===== src/source/trap_params.svh =====
`ifndef TRAP_PARAMS_SVH
`define TRAP_PARAMS_SVH

// Entries in the committed trap uop queue
`define TRAP_QUEUE_DEPTH 4

// Fetch ID width, one PC file entry per ID
`define FETCH_ID_W 3

// Halfword offset inside a fetch packet
`define FETCH_OFF_W 3

`define XLEN 32

// medeleg and mideleg cover the standard exception and interrupt codes
`define DELEG_W 16

`endif


===== src/source/trapPkg.sv =====
package trapPkg;

    // Exception flags from TRAP to ST_PF stay contiguous
    typedef enum logic [3:0] {
        FLAGS_NX            = 4'd0,
        FLAGS_ORDERING      = 4'd1,
        FLAGS_FENCE         = 4'd2,
        FLAGS_XRET          = 4'd3,
        FLAGS_TRAP          = 4'd4,
        FLAGS_ILLEGAL_INSTR = 4'd5,
        FLAGS_LD_MA         = 4'd6,
        FLAGS_LD_AF         = 4'd7,
        FLAGS_LD_PF         = 4'd8,
        FLAGS_ST_MA         = 4'd9,
        FLAGS_ST_AF         = 4'd10,
        FLAGS_ST_PF         = 4'd11
    } UopFlags;

    typedef enum logic [4:0] {
        TRAP_I_MA        = 5'd0,
        TRAP_I_AF        = 5'd1,
        TRAP_ILLEGAL     = 5'd2,
        TRAP_BREAK       = 5'd3,
        TRAP_LD_MA       = 5'd4,
        TRAP_LD_AF       = 5'd5,
        TRAP_ST_MA       = 5'd6,
        TRAP_ST_AF       = 5'd7,
        TRAP_ECALL_U     = 5'd8,
        TRAP_ECALL_S     = 5'd9,
        TRAP_ECALL_M     = 5'd11,
        TRAP_I_PF        = 5'd12,
        TRAP_LD_PF       = 5'd13,
        TRAP_ST_PF       = 5'd15,
        // Above the delegable range on purpose
        TRAP_CUSTOM_HANG = 5'd24
    } TrapCause;

    typedef enum logic [1:0] {
        PRIV_USER       = 2'd0,
        PRIV_SUPERVISOR = 2'd1,
        PRIV_MACHINE    = 2'd3
    } PrivLevel;

    // rd field of a TRAP uop, any other value is taken as the cause
    typedef enum logic [4:0] {
        TRAP_V_ECALL_M    = 5'd11,
        TRAP_V_SFENCE_VMA = 5'd16,
        TRAP_V_INTERRUPT  = 5'd17
    } TrapVector;

    typedef enum logic [1:0] {
        TGT_MANUAL = 2'd0,
        TGT_NEXT   = 2'd1,
        TGT_CUR16  = 2'd2,
        TGT_CUR32  = 2'd3
    } TargetSpec;

    typedef enum logic [2:0] {
        CSR_MTVEC   = 3'd0,
        CSR_STVEC   = 3'd1,
        CSR_MEDELEG = 3'd2,
        CSR_MIDELEG = 3'd3,
        CSR_PRIV    = 3'd4
    } CsrSel;

endpackage


===== src/source/trapUopQueue.sv =====
`include "trap_params.svh"

module trapUopQueue (
    input  logic                    clk,
    input  logic                    rst,
    input  logic                    pushValid,
    input  trapPkg::UopFlags        flags,
    input  logic [4:0]              rd,
    input  logic [`FETCH_ID_W-1:0]  fetchId,
    input  logic [`FETCH_OFF_W-1:0] fetchOffs,
    input  logic                    compressed,
    input  logic                    timeout,
    output logic                    full,
    input  logic                    hold,
    output logic                    uopValid,
    output trapPkg::UopFlags        uopFlags,
    output logic [4:0]              uopRd,
    output logic [`FETCH_ID_W-1:0]  uopFetchId,
    output logic [`FETCH_OFF_W-1:0] uopFetchOffs,
    output logic                    uopCompressed,
    output logic                    uopTimeout
);

    localparam int PTR_W = $clog2(`TRAP_QUEUE_DEPTH);
    localparam int ENTRY_W = 4 + 5 + `FETCH_ID_W + `FETCH_OFF_W + 2;

    logic [ENTRY_W-1:0] entries [`TRAP_QUEUE_DEPTH];
    logic [PTR_W-1:0] rdPtr;
    logic [PTR_W-1:0] wrPtr;
    logic [PTR_W:0] count;
    logic doPush;
    logic doPop;

    assign full = (count == (PTR_W + 1)'(`TRAP_QUEUE_DEPTH));
    assign doPush = pushValid && !full;
    // Head leaves in the same cycle it is presented
    assign doPop = (count != '0) && !hold;
    assign uopValid = doPop;

    assign {uopFlags, uopRd, uopFetchId, uopFetchOffs, uopCompressed, uopTimeout} =
        entries[rdPtr];

    always_ff @(posedge clk) begin
        if (doPush) begin
            entries[wrPtr] <= {flags, rd, fetchId, fetchOffs, compressed, timeout};
        end
    end

    always_ff @(posedge clk) begin
        if (rst) begin
            rdPtr <= '0;
            wrPtr <= '0;
            count <= '0;
        end else begin
            if (doPush) begin
                wrPtr <= wrPtr + 1'b1;
            end
            if (doPop) begin
                rdPtr <= rdPtr + 1'b1;
            end
            count <= count + (PTR_W + 1)'(doPush) - (PTR_W + 1)'(doPop);
        end
    end

endmodule


===== src/source/pcFile.sv =====
`include "trap_params.svh"

module pcFile (
    input  logic                   clk,
    input  logic                   rst,
    input  logic                   pcWrite,
    input  logic [`FETCH_ID_W-1:0] pcWriteId,
    input  logic [`XLEN-1:0]       pcWriteData,
    input  logic [`FETCH_ID_W-1:0] readId,
    output logic [`XLEN-1:0]       packetPc
);

    localparam int ENTRIES = 1 << `FETCH_ID_W;

    logic [`XLEN-1:0] pcMem [ENTRIES];
    logic [ENTRIES-1:0] written;

    // Entries fetch has not filled since reset read as zero
    always_ff @(posedge clk) begin
        if (rst) begin
            written <= '0;
        end else if (pcWrite) begin
            written[pcWriteId] <= 1'b1;
        end
    end

    always_ff @(posedge clk) begin
        if (pcWrite) begin
            pcMem[pcWriteId] <= pcWriteData;
        end
    end

    // Registered read, a write to the same ID is forwarded
    always_ff @(posedge clk) begin
        if (pcWrite && pcWriteId == readId) begin
            packetPc <= pcWriteData;
        end else if (written[readId]) begin
            packetPc <= pcMem[readId];
        end else begin
            packetPc <= '0;
        end
    end

endmodule


===== src/source/trapHandler.sv =====
`include "trap_params.svh"

module trapHandler (
    input  logic                    clk,
    input  logic                    rst,
    input  logic                    uopValid,
    input  trapPkg::UopFlags        flags,
    input  logic [4:0]              rd,
    input  logic [`FETCH_ID_W-1:0]  fetchId,
    input  logic [`FETCH_OFF_W-1:0] fetchOffs,
    input  logic                    compressed,
    input  logic                    timeout,
    output logic [`FETCH_ID_W-1:0]  readId,
    input  logic [`XLEN-1:0]        packetPc,
    input  trapPkg::PrivLevel       priv,
    input  logic [`XLEN-3:0]        mtvec,
    input  logic [`XLEN-3:0]        stvec,
    input  logic [`DELEG_W-1:0]     medeleg,
    input  logic [`DELEG_W-1:0]     mideleg,
    input  logic [`XLEN-2:0]        retvec,
    input  logic                    interruptPending,
    input  trapPkg::TrapCause       interruptCause,
    input  logic                    interruptDelegate,
    input  logic                    memBusy,
    output logic                    branchTaken,
    output logic [`XLEN-1:0]        branchDst,
    output logic                    branchFlush,
    output logic                    trapValid,
    output trapPkg::TrapCause       trapCause,
    output logic                    trapDelegate,
    output logic                    trapIsInterrupt,
    output logic [`XLEN-1:0]        trapPc,
    output logic                    fenceOut,
    output logic                    clearICache,
    output logic                    flushTlb,
    output logic                    hold,
    output logic [`XLEN-1:0]        dbgStallPc
);

    logic [`FETCH_OFF_W-1:0] offsR;
    trapPkg::TargetSpec specC;
    trapPkg::TargetSpec specR;
    logic [`XLEN-1:0] manualPcC;
    logic [`XLEN-1:0] manualPcR;
    logic [`XLEN-1:0] curPc;
    logic [`XLEN-1:0] dbgPcR;
    trapPkg::TrapCause excCause;
    trapPkg::TrapCause causeC;
    logic excDelegate;
    logic delegateC;
    logic isInt;
    logic isIntC;
    logic isFlushUop;
    logic isExc;
    logic trapValidC;
    logic fenceC;
    logic clearC;
    logic flushTlbC;
    logic setWait;
    logic nxC;
    logic nxR;
    logic memoryWait;

    // Packet PC arrives the cycle after the pop
    assign readId = fetchId;
    assign hold = memoryWait;
    assign curPc = {packetPc[`XLEN-1:`FETCH_OFF_W+1], offsR, 1'b0};
    assign dbgStallPc = nxR ? curPc : dbgPcR;

    always_comb begin
        case (specR)
            trapPkg::TGT_NEXT:  trapPc = curPc + `XLEN'd2;
            trapPkg::TGT_CUR16: trapPc = curPc;
            trapPkg::TGT_CUR32: trapPc = curPc - `XLEN'd2;
            default:            trapPc = manualPcR;
        endcase
    end

    always_comb begin
        isFlushUop = !timeout && (flags == trapPkg::FLAGS_FENCE ||
            flags == trapPkg::FLAGS_ORDERING || flags == trapPkg::FLAGS_XRET ||
            (flags == trapPkg::FLAGS_TRAP && rd == 5'(trapPkg::TRAP_V_SFENCE_VMA)));
        isExc = timeout || (flags >= trapPkg::FLAGS_TRAP && flags <= trapPkg::FLAGS_ST_PF);
        isInt = !timeout && flags == trapPkg::FLAGS_TRAP &&
            rd == 5'(trapPkg::TRAP_V_INTERRUPT);

        excCause = trapPkg::TRAP_ILLEGAL;
        if (timeout) begin
            excCause = trapPkg::TRAP_CUSTOM_HANG;
        end else if (isInt) begin
            excCause = interruptCause;
        end else begin
            case (flags)
                trapPkg::FLAGS_TRAP:  excCause = trapPkg::TrapCause'(rd);
                trapPkg::FLAGS_LD_MA: excCause = trapPkg::TRAP_LD_MA;
                trapPkg::FLAGS_LD_AF: excCause = trapPkg::TRAP_LD_AF;
                trapPkg::FLAGS_LD_PF: excCause = trapPkg::TRAP_LD_PF;
                trapPkg::FLAGS_ST_MA: excCause = trapPkg::TRAP_ST_MA;
                trapPkg::FLAGS_ST_AF: excCause = trapPkg::TRAP_ST_AF;
                trapPkg::FLAGS_ST_PF: excCause = trapPkg::TRAP_ST_PF;
                default: ;
            endcase
            // ecall cause follows the current privilege
            if (excCause == trapPkg::TRAP_ECALL_M) begin
                if (priv == trapPkg::PRIV_SUPERVISOR) begin
                    excCause = trapPkg::TRAP_ECALL_S;
                end else if (priv == trapPkg::PRIV_USER) begin
                    excCause = trapPkg::TRAP_ECALL_U;
                end
            end
        end
        excDelegate = excCause <= trapPkg::TRAP_ST_PF && priv != trapPkg::PRIV_MACHINE &&
            (isInt ? mideleg[excCause[3:0]] : medeleg[excCause[3:0]]);

        branchTaken = 1'b0;
        branchDst = '0;
        branchFlush = 1'b0;
        trapValidC = 1'b0;
        causeC = excCause;
        delegateC = excDelegate;
        isIntC = isInt;
        specC = trapPkg::TGT_MANUAL;
        manualPcC = '0;
        fenceC = 1'b0;
        clearC = 1'b0;
        flushTlbC = 1'b0;
        setWait = 1'b0;
        nxC = 1'b0;

        if (uopValid && isFlushUop) begin
            // branchFlush marks a resume after this instruction, branchDst unused
            branchTaken = 1'b1;
            branchFlush = 1'b1;
            case (flags)
                trapPkg::FLAGS_FENCE: begin
                    fenceC = 1'b1;
                    clearC = 1'b1;
                    setWait = 1'b1;
                end
                trapPkg::FLAGS_XRET: begin
                    branchFlush = 1'b0;
                    branchDst = {retvec, 1'b0};
                end
                trapPkg::FLAGS_TRAP: flushTlbC = 1'b1;
                default: ;
            endcase
            // Pending interrupt is taken right after xret or an ordering uop
            if ((flags == trapPkg::FLAGS_XRET || flags == trapPkg::FLAGS_ORDERING) &&
                    interruptPending) begin
                trapValidC = 1'b1;
                causeC = interruptCause;
                delegateC = interruptDelegate;
                isIntC = 1'b1;
                specC = (flags == trapPkg::FLAGS_XRET) ? trapPkg::TGT_MANUAL : trapPkg::TGT_NEXT;
                manualPcC = {retvec, 1'b0};
                branchFlush = 1'b0;
                branchDst = {interruptDelegate ? stvec : mtvec, 2'b00};
            end
        end else if (uopValid && isExc) begin
            branchTaken = 1'b1;
            branchDst = {excDelegate ? stvec : mtvec, 2'b00};
            trapValidC = 1'b1;
            specC = compressed ? trapPkg::TGT_CUR16 : trapPkg::TGT_CUR32;
        end else if (uopValid) begin
            // Leftover NX uop is only a stall PC lookup
            nxC = 1'b1;
        end
    end

    always_ff @(posedge clk) begin
        if (rst) begin
            trapValid <= 1'b0;
            fenceOut <= 1'b0;
            clearICache <= 1'b0;
            flushTlb <= 1'b0;
            nxR <= 1'b0;
            memoryWait <= 1'b0;
        end else begin
            trapValid <= trapValidC;
            fenceOut <= fenceC;
            clearICache <= clearC;
            flushTlb <= flushTlbC;
            nxR <= nxC;
            if (setWait) begin
                memoryWait <= 1'b1;
            end else if (!memBusy) begin
                memoryWait <= 1'b0;
            end
        end
    end

    always_ff @(posedge clk) begin
        offsR <= fetchOffs;
        specR <= specC;
        manualPcR <= manualPcC;
        trapCause <= causeC;
        trapDelegate <= delegateC;
        trapIsInterrupt <= isIntC;
        dbgPcR <= dbgStallPc;
    end

endmodule


===== src/source/trapCsrFile.sv =====
`include "trap_params.svh"

module trapCsrFile (
    input  logic                clk,
    input  logic                rst,
    input  logic                csrWrite,
    input  trapPkg::CsrSel      csrSel,
    input  logic [`XLEN-1:0]    csrData,
    input  logic                trapValid,
    input  trapPkg::TrapCause   trapCause,
    input  logic                trapDelegate,
    input  logic                trapIsInterrupt,
    input  logic [`XLEN-1:0]    trapPc,
    input  trapPkg::TrapCause   interruptCause,
    output trapPkg::PrivLevel   priv,
    output logic [`XLEN-3:0]    mtvec,
    output logic [`XLEN-3:0]    stvec,
    output logic [`DELEG_W-1:0] medeleg,
    output logic [`DELEG_W-1:0] mideleg,
    output logic [`XLEN-2:0]    retvec,
    output logic                interruptDelegate,
    output logic [`XLEN-1:0]    epcOut,
    output logic [`XLEN-1:0]    causeOut
);

    logic [`XLEN-1:0] mepc;
    logic [`XLEN-1:0] sepc;
    logic [`XLEN-1:0] mcause;
    logic [`XLEN-1:0] scause;
    logic lastSup;

    assign retvec = mepc[`XLEN-1:1];
    assign interruptDelegate = priv != trapPkg::PRIV_MACHINE && mideleg[interruptCause[3:0]];

    // Show whichever pair the last trap wrote
    assign epcOut = lastSup ? sepc : mepc;
    assign causeOut = lastSup ? scause : mcause;

    always_ff @(posedge clk) begin
        if (rst) begin
            priv <= trapPkg::PRIV_MACHINE;
            mtvec <= '0;
            stvec <= '0;
            medeleg <= '0;
            mideleg <= '0;
            lastSup <= 1'b0;
        end else if (trapValid) begin
            priv <= trapDelegate ? trapPkg::PRIV_SUPERVISOR : trapPkg::PRIV_MACHINE;
            lastSup <= trapDelegate;
        end else if (csrWrite) begin
            case (csrSel)
                trapPkg::CSR_MTVEC:   mtvec <= csrData[`XLEN-1:2];
                trapPkg::CSR_STVEC:   stvec <= csrData[`XLEN-1:2];
                trapPkg::CSR_MEDELEG: medeleg <= csrData[`DELEG_W-1:0];
                trapPkg::CSR_MIDELEG: mideleg <= csrData[`DELEG_W-1:0];
                trapPkg::CSR_PRIV:    priv <= trapPkg::PrivLevel'(csrData[1:0]);
                default: ;
            endcase
        end
    end

    // Interrupt flag sits in the top bit of the cause
    always_ff @(posedge clk) begin
        if (trapValid) begin
            if (trapDelegate) begin
                sepc <= trapPc;
                scause <= {trapIsInterrupt, (`XLEN - 6)'(0), trapCause};
            end else begin
                mepc <= trapPc;
                mcause <= {trapIsInterrupt, (`XLEN - 6)'(0), trapCause};
            end
        end
    end

endmodule


===== src/source/trapUnit.sv =====
`include "trap_params.svh"

module trapUnit (
    input  logic                    clk,
    input  logic                    rst,
    input  logic                    pushValid,
    input  trapPkg::UopFlags        flags,
    input  logic [4:0]              rd,
    input  logic [`FETCH_ID_W-1:0]  fetchId,
    input  logic [`FETCH_OFF_W-1:0] fetchOffs,
    input  logic                    compressed,
    input  logic                    timeout,
    output logic                    full,
    input  logic                    pcWrite,
    input  logic [`FETCH_ID_W-1:0]  pcWriteId,
    input  logic [`XLEN-1:0]        pcWriteData,
    input  logic                    csrWrite,
    input  trapPkg::CsrSel          csrSel,
    input  logic [`XLEN-1:0]        csrData,
    input  logic                    interruptPending,
    input  trapPkg::TrapCause       interruptCause,
    input  logic                    memBusy,
    output logic                    branchTaken,
    output logic [`XLEN-1:0]        branchDst,
    output logic                    branchFlush,
    output logic                    fenceOut,
    output logic                    clearICache,
    output logic                    flushTlb,
    output logic                    disableIFetch,
    output logic [`XLEN-1:0]        dbgStallPc,
    output trapPkg::PrivLevel       privOut,
    output logic [`XLEN-1:0]        epcOut,
    output logic [`XLEN-1:0]        causeOut
);

    logic uopValid;
    trapPkg::UopFlags uopFlags;
    logic [4:0] uopRd;
    logic [`FETCH_ID_W-1:0] uopFetchId;
    logic [`FETCH_OFF_W-1:0] uopFetchOffs;
    logic uopCompressed;
    logic uopTimeout;
    logic [`FETCH_ID_W-1:0] readId;
    logic [`XLEN-1:0] packetPc;
    logic [`XLEN-3:0] mtvec;
    logic [`XLEN-3:0] stvec;
    logic [`DELEG_W-1:0] medeleg;
    logic [`DELEG_W-1:0] mideleg;
    logic [`XLEN-2:0] retvec;
    logic interruptDelegate;
    logic trapValid;
    trapPkg::TrapCause trapCause;
    logic trapDelegate;
    logic trapIsInterrupt;
    logic [`XLEN-1:0] trapPc;

    trapUopQueue queue0 (
        .clk(clk), .rst(rst), .pushValid(pushValid), .flags(flags), .rd(rd),
        .fetchId(fetchId), .fetchOffs(fetchOffs), .compressed(compressed),
        .timeout(timeout), .full(full), .hold(disableIFetch), .uopValid(uopValid),
        .uopFlags(uopFlags), .uopRd(uopRd), .uopFetchId(uopFetchId),
        .uopFetchOffs(uopFetchOffs), .uopCompressed(uopCompressed), .uopTimeout(uopTimeout)
    );

    pcFile pcFile0 (
        .clk(clk), .rst(rst), .pcWrite(pcWrite), .pcWriteId(pcWriteId),
        .pcWriteData(pcWriteData), .readId(readId), .packetPc(packetPc)
    );

    // Fetch hold doubles as the queue stall
    trapHandler handler0 (
        .clk(clk), .rst(rst), .uopValid(uopValid), .flags(uopFlags), .rd(uopRd),
        .fetchId(uopFetchId), .fetchOffs(uopFetchOffs), .compressed(uopCompressed),
        .timeout(uopTimeout), .readId(readId), .packetPc(packetPc), .priv(privOut),
        .mtvec(mtvec), .stvec(stvec), .medeleg(medeleg), .mideleg(mideleg),
        .retvec(retvec), .interruptPending(interruptPending),
        .interruptCause(interruptCause), .interruptDelegate(interruptDelegate),
        .memBusy(memBusy), .branchTaken(branchTaken), .branchDst(branchDst),
        .branchFlush(branchFlush), .trapValid(trapValid), .trapCause(trapCause),
        .trapDelegate(trapDelegate), .trapIsInterrupt(trapIsInterrupt), .trapPc(trapPc),
        .fenceOut(fenceOut), .clearICache(clearICache), .flushTlb(flushTlb),
        .hold(disableIFetch), .dbgStallPc(dbgStallPc)
    );

    trapCsrFile csr0 (
        .clk(clk), .rst(rst), .csrWrite(csrWrite), .csrSel(csrSel), .csrData(csrData),
        .trapValid(trapValid), .trapCause(trapCause), .trapDelegate(trapDelegate),
        .trapIsInterrupt(trapIsInterrupt), .trapPc(trapPc), .interruptCause(interruptCause),
        .priv(privOut), .mtvec(mtvec), .stvec(stvec), .medeleg(medeleg), .mideleg(mideleg),
        .retvec(retvec), .interruptDelegate(interruptDelegate), .epcOut(epcOut),
        .causeOut(causeOut)
    );

endmodule


===== config.mk =====
export PLATFORM = sky130hd
export DESIGN_NAME = trapUnit
export DESIGN_NICKNAME = d
export VERILOG_FILES = /design/src/source/trapPkg.sv /design/src/source/trapUopQueue.sv /design/src/source/pcFile.sv /design/src/source/trapHandler.sv /design/src/source/trapCsrFile.sv /design/src/source/trapUnit.sv
export VERILOG_INCLUDE_DIRS = /design/src /design/src/source
export SDC_FILE = /design/constraint.sdc
export NUM_CORES = 1
export LEC_CHECK = 0
export BUFFER_PORTS_ARGS = -buffer_cell sky130_fd_sc_hd__buf_2
export CORE_MARGIN = 3
export CORE_UTILIZATION = 35
export DETAILED_ROUTE_END_ITERATION = 8
export SLEW_MARGIN = 20
export SYNTH_ARGS = -nofsm -noshare
export SYNTH_HDL_FRONTEND = slang
export SYNTH_SLANG_ARGS = --single-unit

===== constraint.sdc =====
create_clock -name clk -period 10.03 [get_ports clk]
set_input_delay 1.5045 -clock clk [delete_from_list [all_inputs] [get_ports clk]]
set_output_delay 1.5045 -clock clk [all_outputs]
set_load 0.05 [all_outputs]

# Word level (Yosys, flattened, before mapping)
# Memory sizes are Yosys's and may differ from the RTL's. A register that Yosys moved wholly into a read port is not among the register bits.
# Cells that the tools add are included.
# totals
ff_bits	299
latchBits	0
mem_bits_rw	324
rom_bits	0
inputBits	99
elab_cells	176
memories	2
# mem_list
name	words	width	read_ports	rd_clocked_by_memory_dff	write_ports	line_no	rtl
pcFile0.pcMem	8	32	1	0	1	pcFile.sv:15	logic [`XLEN-1:0] pcMem [ENTRIES];
queue0.entries	4	17	1	1	1	trapUopQueue.sv:27	logic [ENTRY_W-1:0] entries [`TRAP_QUEUE_DEPTH];
# classes
n_addsub	6
multipliers	0
n_div	0
order_cmp	8
eq_ne	25
shifts	0
muxes	65
bitwise_logic	4
n_reduce_logical	38
# ops
operator	n
$mux W32	9
$pmux W32 S3	1
$mux W30	2
$mux W5	9
$pmux W5 S7	1
$add A32 B2 Y32 const B	1
$sub A32 B2 Y32 const B	1
$mux W1	29
$mux W2	9
$eq A4 B4 Y1 const B	4
$logic_and A1 B1 Y1	15
$bmux W1 S4	3
$eq A4 B3 Y1 const B	3
$reduce_and A3 Y1	4
$eq A5 B5 Y1 const B	2
$lt A4 B5 Y1 const B	2
$eq A4 B2 Y1 const B	2
$lt A3 B4 Y1 const B	2
$or A8 B8 Y8	1
$reduce_and A2 Y1	4
$eq A3 B2 Y1 const B	2
$eq A3 B3 Y1 const B	2
$eq A5 B4 Y1 const B	1
$le A5 B4 Y1 const B	1
other kinds (24)	36

# Longest topological paths before layout
# Gate-level depths: netlist of the first run.
# logic_depth
depth_word	17
mapped_depth	15

# Modules after synthesis
# Synthesis of the first run repeated with hierarchy kept, for this count alone.
# hier_totals
hier_cells	1966
hier_area_um2	26803.2
# by_module_without_submodules
module	n_inst	cells_per_inst	area_each_um2	seq_area_each_um2
pcFile	1	522	10940.5	8488.1
trapCsrFile	1	576	6675.2	4184.0
trapHandler	1	728	6216.0	1601.5
trapUopQueue	1	140	2971.6	2222.1

# Worst setup path before layout of the first run
# Ideal clock, no wire load.
# synth_path
path_kind	input to output
from	input interruptCause[0]
to	output branchDst[2]
arrival_time_ns	4.435
t_required_ns	8.526
slack_ns	4.090
stages	9
path_cell_list	clkbuf_1 > mux4_2 > mux4_2 > nand2_1 > buf_1 > mux2i_1 > nor2_1 > a21oi_1 > o221ai_1
# synth_between
elab_chain_len	9
word_cells_on_any_way	18
cone_classes	1 x order compare; 14 x mux; 3 x reduce/logical
# synth_rtl
element	line_no	rtl
from (decl)	trapUnit.sv:21	input trapPkg::TrapCause interruptCause,
$mux W5	trapHandler.sv:90	end else if (isInt) begin
$mux W5	trapHandler.sv:88	if (timeout) begin
$bmux W1 S4	trapHandler.sv:113	(isInt ? mideleg[excCause[3:0]] : medeleg[excCause[3:0]]);
$mux W1 (implied by the code)	trapHandler.sv:113	
$mux W1	trapHandler.sv:113	
$logic_and A1 B1 Y1	trapHandler.sv:112	excDelegate = excCause <= trapPkg::TRAP_ST_PF && priv != trapPkg::PRIV_MACHINE &&
$mux W30	trapHandler.sv:161	branchDst = {excDelegate ? stvec : mtvec, 2'b00};
$mux W32	trapHandler.sv:159	end else if (uopValid && isExc) begin
$mux W32 *	trapHandler.sv:130	if (uopValid && isFlushUop) begin
to (decl)	trapUnit.sv:24	output logic [`XLEN-1:0] branchDst,
# Mark *: on every way between the ends. The rest lies on a longest branch, timed or not. The select of a mux whose other input is x is not followed.

==> results.json, run 1 <==
{
  "area_delta_synth_final_pct": 16.1,
  "synth_edf_count": 366,
  "met3_length_um": 5240,
  "final_core_util": 0.415,
  "rows": 97,
  "core_area_mm2": 0.0708,
  "max_freq_mhz": 130,
  "ys_ff_latch": 586,
  "endpoint_kind": "primary output",
  "insertion_delay_ns": 0.65,
  "critPathKind": "flop to primary output",
  "cts_buffers": 59,
  "gr-total-overflow": 0,
  "grt_start_max_net_pins": 94,
  "ys_dominant_reg_cell": "edfxtp_1",
  "worst_pin_slew_ns": 1.19,
  "yosys.area.top_type": "edfxtp_1",
  "clkTransAtPathRegs_ns": 0.06,
  "regArea_mm2": 0.0154,
  "slew_headroom": 0.206,
  "dr.max_layer_used": "met5",
  "rsz0062_at_grt": "no",
  "layout-drive-gt1-share": 0.244,
  "ys.warnings.count": 0,
  "fin_nets": 2280,
  "p_leak_uw": 0.0106,
  "fin_skew_ns": 0.0520,
  "cap_violations": 0,
  "grt.total_usage": 0.175,
  "port_buffers": 203,
  "setup_violations": 0,
  "fin_ws_ns": 2.34,
  "synth_area_leaders": "edfxtp_1 43%, dfxtp_1 17%, mux4_2 7.1%, nand2_1 3.9%, mux2i_1 3.3%",
  "first_pass_iters": 6,
  "vias_per_cell": 5.33,
  "layout_common_cells": "366 x edfxtp_1, 261 x nand2_1, 216 x dfxtp_1",
  "worstPathArrival_ns": 6.18,
  "fp.dieArea_mm2": 0.0755,
  "hold_viol_final": 0,
  "io_pins": 236,
  "cts_hold_buf": 0,
  "finalSetupTns_ns": 0,
  "grt_pass1_vias": 16404,
  "required_ns": 8.53,
  "post-route-min-period_ns": 7.69,
  "post-place-ws_ns": 3.02,
  "final_cell_area_mm2": 0.0294,
  "postCtsResizedCells": 0,
  "synth.top_cell.area_share": 0.435,
  "powerDensity_mw_per_mm2": 263,
  "maxSlewViolCount": 0,
  "holdWs_ns": 0.438,
  "routed_wl_um": 67800,
  "die_y_um": 275,
  "syn_area_mm2": 0.0253,
  "drt_iter0_markers": 1718,
  "final_common_cell": "edfxtp_1",
  "ant_nets": 0,
  "ir_drop_uv": 142,
  "drc": 0,
  "wl_met1_um": 29100,
  "synth_cells": 1976,
  "dr_wl_met2_um": 31900,
  "holdCritPathClass": "flop to flop",
  "syn_area_per_cell_um2": 12.8,
  "dieWidth_um": 275,
  "cp_max_fo": 32,
  "cts_max_level": 2,
  "hpwlAfterDp_um": 43800,
  "cts-root-buf": "clkbuf_16",
  "multi_input_area_mm2": 0.00931,
  "clk_path_buf_depth": 3,
  "grt_first_pass_wirelength_um": 101000,
  "cts.sinks": 586,
  "synth_cell_types": 70,
  "start_util": 0.357,
  "async_flop_share": 0,
  "ys_seq_area_frac": 0.609,
  "gp_congestion": 0.859,
  "place_area_mm2": 0.0272,
  "grt_antenna_before_repair": 11,
  "fill_cells": 6529,
  "min_period_over_period": 0.766,
  "cts_tree": "built",
  "worst_setup_path_start_kind": "flop",
  "avgRoutedWirePerCell_um": 21.6,
  "num_vias": 16733,
  "postCtsSetupBuffers": 0,
  "status": "finished clean"
}
per-stage QoR:
stage / instances / power (uW)
4_1_cts: 3135 / 7800
3_5_place_dp: 3023 / 5430
5_1_grt: 3137 / 8090
3_3_place_gp: 3023 / 5380
6_report: 3140 / 7720
2_1_floorplan: 2003 / 4760
worst paths after layout:
check                                           start             end  slack (ns)  cells after the start
worst max-delay path                             flop    branchDst[5]        2.34                     13
worst min-delay path            handler0.trapCause[0]  csr0.mcause[0]        0.44                      0
worst max register to register      handler0.specR[0]   csr0.sepc[27]        4.80                     15
worst min register to register  handler0.trapCause[0]  csr0.mcause[0]        0.44                      0
critical path, cell delays in order, from the launching register on:
cell and delay, ns:
dfxtp_1 0.89, mux4_2 0.55, or4b_4 0.60, nor4_4 0.41, a21o_1 0.38, nor2_1 0.22
mux2i_1 0.17, a211o_1 0.31, o211ai_1 0.20, buf_4 0.43, or2_1 0.40, buf_4 0.47
o221ai_1 0.21, buf_2 0.28
kinds of logic after synthesis:
group,after synthesis,share of synthesized area
multiplexers,235,0.136
other,1,0.000148
AO/OA/AOI/OAI,379,0.0992
AND/OR/NAND/NOR,535,0.0962
XOR/XNOR,29,0.0100
adder cells (fa/ha/maj),37,0.0189
buffers and inverters,174,0.0307
flip-flops,586,0.609
routing by layer:
metal | global-route usage | vias to the layer above
met5 | 0 | -
met4 | 0.0443 | 6
met3 | 0.0326 | 115
met2 | 0.287 | 666
met1 | 0.240 | 8285
li1 | - | 7661
sequential cells by signal, summed over array words and instances (netlist names), 3 cells and up, named ones only:
register,flops
csr0.medeleg,16
queue0.entries,68
csr0.stvec,30
csr0.mtvec,30
pcFile0.pcMem,224
csr0.mcause,6
csr0.sepc,31
csr0.scause,6
handler0.manualPcR,31
csr0.mideleg,16
handler0.offsR,3
pcFile0.written,8
csr0.mepc,31
queue0.count,3
handler0.trapCause,5
handler0.dbgPcR,32
pcFile0.packetPc,28
cells in the mapped netlist, types with 7 or more instances:
cell       instances
edfxtp_1         366
nand2_1          262
dfxtp_1          220
a21oi_1          166
clkbuf_1          99
nor2_1            89
mux2i_1           84
mux4_2            80
mux2_2            71
o21ai_0           68
nand3_1           53
and2_1            40
ha_1              35
o2111ai_1         31
buf_4             29
inv_1             22
o221ai_2          21
nor2b_1           20
buf_1             17
nand2b_1          16
xnor2_1           15
a21o_1            14
xor2_1            14
a211oi_1          13
nor3_1            12
o221ai_1          10
and3_1             8
or3_1              7
report_power, final:
part	leakage, uW	internal [uW]	switching, uW
Clock	0.00104	1390	966
Sequential	0.00513	2830	212
Combinational	0.00441	815	1510
Total	0.0106	5040	2690
final cells by class:
cell class                      count  area share
Inverter                           22     0.00281
Tap cell                          940      0.0401
Clock buffer                       81      0.0584
Sequential cell                   586       0.524
Clock inverter                     31      0.0147
Multi-Input combinational cell   1243       0.317
Antenna cell                        5    0.000426
Timing Repair Buffer              232      0.0421
Note: power is estimated with default switching activity, not from simulation.
==> run 2: changes to the inputs <==
==> constraint.sdc (replaced) <==
create_clock -name clk -period 6.24 [get_ports clk]
set_input_delay 0.936 -clock clk [delete_from_list [all_inputs] [get_ports clk]]
set_output_delay 0.936 -clock clk [all_outputs]
set_load 0.05 [all_outputs]
==> results.json, run 2 (synthesis gave the netlist of run 1 again) <==
{
  "clk_path_buf_depth": 3,
  "layout_common_cells": "366 x edfxtp_1, 261 x nand2_1, 215 x dfxtp_1",
  "grt_pass1_vias": 16542,
  "cts_buffers": 60,
  "grt_start_max_net_pins": 95,
  "avgRoutedWirePerCell_um": 21.6,
  "max_freq_mhz": 165,
  "fin_nets": 2290,
  "post-route-min-period_ns": 6.05,
  "die_y_um": 275,
  "fill_cells": 6458,
  "worst_pin_slew_ns": 1.05,
  "ant_nets": 0,
  "post-place-ws_ns": 0.209,
  "rows": 97,
  "area_delta_synth_final_pct": 16.3,
  "slew_headroom": 0.299,
  "layout-drive-gt1-share": 0.248,
  "p_leak_uw": 0.0106,
  "hold_viol_final": 0,
  "holdWs_ns": 0.437,
  "total_power_uw": 12400,
  "cp_max_fo": 16,
  "rsz0062_at_grt": "yes",
  "drt_iter0_markers": 1564,
  "grt_first_pass_wirelength_um": 102000,
  "worst_setup_path_start_kind": "flop",
  "port_buffers": 203,
  "holdCritPathClass": "flop to flop",
  "routed_wl_um": 68000,
  "final_core_util": 0.416,
  "grt.total_usage": 0.176,
  "cts.sinks": 586,
  "start_util": 0.357,
  "setup_violations": 0,
  "cts-root-buf": "clkbuf_16",
  "maxSlewViolCount": 0,
  "io_pins": 236,
  "top_regs": "pcFile0.pcMem: 224 flops, queue0.entries: 68 flops, handler0.dbgPcR: 32 flops",
  "worstPathArrival_ns": 5.12,
  "first_pass_iters": 5,
  "grt_antenna_before_repair": 10,
  "cts_max_level": 2,
  "gp_congestion": 0.854,
  "cts_tree": "built",
  "core_area_mm2": 0.0708,
  "critPathSlowestCell": "mux4_2",
  "cts_hold_buf": 0,
  "largest_register_ffs": 224,
  "num_vias": 16823,
  "fin_ws_ns": 0.186,
  "regArea_mm2": 0.0154,
  "finalSetupTns_ns": 0,
  "cap_violations": 0,
  "vias_per_cell": 5.34,
  "hpwlAfterDp_um": 44600,
  "drc": 0,
  "fin_skew_ns": 0.0409,
  "crit_chain": "mux4_2, or4b_4, nor4_4, buf_4, a21o_2, nor2_1, mux2_2, o2111ai_1, o211ai_1, or2_4, buf_12, o221ai_2, buf_2",
  "cpPeakStageDelay_ns": 0.63,
  "required_ns": 5.30,
  "critPathKind": "flop to primary output",
  "top_register": "pcFile0.pcMem",
  "multi_input_area_mm2": 0.00931,
  "min_period_over_period": 0.970,
  "powerDensity_mw_per_mm2": 421,
  "ir_drop_uv": 263,
  "fp.dieArea_mm2": 0.0755,
  "status": "finished clean",
  "dieWidth_um": 275,
  "gr-total-overflow": 0,
  "insertion_delay_ns": 0.65,
  "clkTransAtPathRegs_ns": 0.06,
  "endpoint_kind": "primary output",
  "final_common_cell": "edfxtp_1"
}
## run 2: cell types whose count changed in the layout (fill, tap and decap cells not counted), sizes merged
cell	change
clkbuf	+8
buf	+6
clkinv	-2
clkinvlp	-2
inv	+2
bufinv	-1
## run 2: per-stage QoR
step | std cells | area [um^2]
3_5_place_dp | 3028 | 27200
2_1_floorplan | 2003 | 25400
3_3_place_gp | 3028 | 27200
5_1_grt | 3147 | 29400
6_report | 3151 | 29400
4_1_cts | 3142 | 29400
## run 2: where the power goes
part	switching (uW)	leakage, uW	total [uW]	internal [uW]
combinational	2430	0.00446	3760	1330
clock	1550	0.00103	3730	2180
sequential	340	0.00513	4890	4550
## run 2: final cells by class
cell class	instances	area share
diodes	5	0.000425
clock buffers	86	0.0583
clock inverters	28	0.0129
inverters	22	0.00281
multi-input cells	1243	0.317
flip-flops and latches	586	0.524
well taps	940	0.0400
repair buffers	241	0.0454
## run 2: metal layers
layer / track usage / share of wire
met5: 0 / 0.00063
met4: 0.0432 / 0.020
met3: 0.0311 / 0.066
met2: 0.292 / 0.48
met1: 0.240 / 0.43
## run 2: repair_timing
| action | 4_1_cts | 5_1_grt |
|---|---|---|
| buffers inserted | 0 | 4 |
| endpoints found under the setup margin | 30 | 30 |
| gates resized for setup | 5 | 6 |
| pin swaps | 0 | 1 |
## run 2: final timing paths
check                                           start             end  slack (ns)  depth (start not counted)
worst max-delay path                             flop   branchDst[22]        0.19                         13
worst min-delay path            handler0.trapCause[3]  csr0.mcause[3]        0.44                          0
worst max register to register      handler0.specR[0]   csr0.mepc[27]        1.77                         14
worst min register to register  handler0.trapCause[3]  csr0.mcause[3]        0.44                          0
## run 2: critical path: cells and delay by family, from the launching register on
kind | cells | cell delay, ns
and+or+nand+nor | 4 | 1.48
muxes | 2 | 0.94
AOI/OAI and AO/OA | 4 | 0.83
buffers and inverters | 3 | 0.71
DFF | 1 | 0.47
==> run 3: changes to the inputs <==
--- a/config.mk
+++ b/config.mk
@@ -10,6 +10,7 @@
 export CORE_MARGIN = 3
 export CORE_UTILIZATION = 35
 export DETAILED_ROUTE_END_ITERATION = 8
+export GPL_ROUTABILITY_DRIVEN = 0
 export SLEW_MARGIN = 20
 export SYNTH_ARGS = -nofsm -noshare
 export SYNTH_HDL_FRONTEND = slang
==> constraint.sdc (replaced) <==
create_clock -name clk -period 7.8 [get_ports clk]
set_input_delay 1.17 -clock clk [delete_from_list [all_inputs] [get_ports clk]]
set_output_delay 1.17 -clock clk [all_outputs]
set_load 0.05 [all_outputs]
==> results.json, run 3 (synthesis gave the netlist of run 1 again) <==
{
  "start_util": 0.357,
  "final_common_cell": "edfxtp_1",
  "routed_wl_um": 66800,
  "postCtsSetupBuffers": 0,
  "core_area_mm2": 0.0708,
  "avgRoutedWirePerCell_um": 21.3,
  "worst_setup_path_start_kind": "flop",
  "slew_headroom": 0.303,
  "fin_nets": 2280,
  "regToRegSetupSlack_ns": 2.67,
  "port_buffers": 203,
  "insertion_delay_ns": 0.63,
  "vias_per_cell": 5.32,
  "setup_violations": 0,
  "ir_drop_uv": 185,
  "grt_antenna_before_repair": 11,
  "die_y_um": 275,
  "post-route-min-period_ns": 6.92,
  "gr-total-overflow": 0,
  "cts_tree": "built",
  "drt_iter0_markers": 1555,
  "rsz0062_at_grt": "no",
  "required_ns": 6.63,
  "powerDensity_mw_per_mm2": 334,
  "r2r-start": "handler0.specR[0]",
  "grt_start_max_net_pins": 98,
  "first_pass_iters": 8,
  "holdCritPathClass": "flop to flop",
  "worstRegToRegCells": 15,
  "crit_end": "branchDst[8]",
  "layout_common_cells": "366 x edfxtp_1, 261 x nand2_1, 216 x dfxtp_1",
  "cts-root-buf": "clkbuf_16",
  "maxSlewViolCount": 0,
  "cap_violations": 0,
  "p_leak_uw": 0.0105,
  "io_pins": 236,
  "largest_register_ffs": 224,
  "clkTransAtPathRegs_ns": 0.07,
  "min_period_over_period": 0.887,
  "crit_chain": "mux4_2, or4b_4, nor4_4, a21o_1, nor2_1, mux2i_1, a211o_1, o211ai_1, or2_1, buf_4, o221ai_1, buf_2",
  "cts_hold_buf": 0,
  "critPathKind": "flop to primary output",
  "postCtsResizedCells": 0,
  "num_vias": 16700,
  "grt_pass1_vias": 16379,
  "fill_cells": 6594,
  "cts.sinks": 586,
  "fin_skew_ns": 0.0256,
  "path_delay_family": "simple AND/OR/NAND/NOR gates",
  "rr_endpoint": "csr0.mepc[27]",
  "grt_first_pass_wirelength_um": 100000,
  "cp_max_fo": 18,
  "dieWidth_um": 275,
  "clk_path_buf_depth": 3,
  "worst_pin_slew_ns": 1.05,
  "fin_ws_ns": 0.882,
  "cts_buffers": 58,
  "critPathSlowestCell": "dfxtp_1",
  "hold_viol_final": 0,
  "hpwlAfterDp_um": 43200,
  "critical_path_depth": 12,
  "worstPathArrival_ns": 5.75,
  "status": "finished clean",
  "cpPeakStageDelay_ns": 0.91,
  "top_register": "pcFile0.pcMem",
  "max_freq_mhz": 145,
  "finalSetupTns_ns": 0,
  "ant_nets": 0,
  "rows": 97,
  "fp.dieArea_mm2": 0.0755,
  "endpoint_kind": "primary output",
  "post-place-ws_ns": 1.57,
  "crit_buf_inv": 2,
  "cts_max_level": 2,
  "layout-drive-gt1-share": 0.243,
  "drc": 0,
  "top_regs": "pcFile0.pcMem: 224 flops, queue0.entries: 68 flops, handler0.dbgPcR: 32 flops",
  "grt.total_usage": 0.173,
  "area_delta_synth_final_pct": 15.7
}
run 3: layout make-up:
cell class	count	area [um^2]	area share
clock inverter	31	345	0.0118
antenna	5	12.5	0.000428
sequential	586	15400	0.526
clock buffer	79	1670	0.0572
inverter	22	82.6	0.00282
tap	940	1180	0.0402
multi-input combinational	1243	9320	0.319
timing repair buffer	233	1240	0.0425
run 3: routing by layer:
layer	GRT usage	vias up	wire, um
li1	-	7665	-
met5	0	-	52
met3	0.0326	100	4650
met2	0.284	629	31700
met1	0.238	8298	29200
met4	0.0411	8	1250
run 3: report_power, final:
group | switching, uW | leakage, uW | internal (uW)
Clock | 1230 | 0.000977 | 1650
Sequential | 277 | 0.00513 | 3640
Combinational | 1920 | 0.00443 | 1050
run 3: through the flow:
step | cells | util | hold slack, ns | power (uW) | cell area (um^2)
after CTS | 3134 | 0.413 | 0.431 | 9860 | 29200
after global placement | 3024 | 0.385 | 0.409 | 6900 | 27200
final | 3139 | 0.413 | 0.432 | 9770 | 29300
after floorplan | 2003 | - | 0.404 | 6120 | 25400
after global routing | 3135 | 0.413 | 0.438 | 10200 | 29200
after detailed placement | 3024 | 0.385 | 0.415 | 6970 | 27200
run 3: worst min-delay path by stage:
stage | to | cells after the start | slack (ns) | from
2_1_floorplan | csr0.mcause[0] | 0 | 0.40 | handler0.trapCause[0]
3_3_place_gp | csr0.mcause[0] | 0 | 0.41 | handler0.trapCause[0]
3_5_place_dp | csr0.scause[1] | 0 | 0.41 | handler0.trapCause[1]
4_1_cts | csr0.scause[1] | 0 | 0.43 | handler0.trapCause[1]
5_1_grt | csr0.scause[0] | 0 | 0.44 | handler0.trapCause[0]
6_report | csr0.mcause[0] | 0 | 0.43 | handler0.trapCause[0]
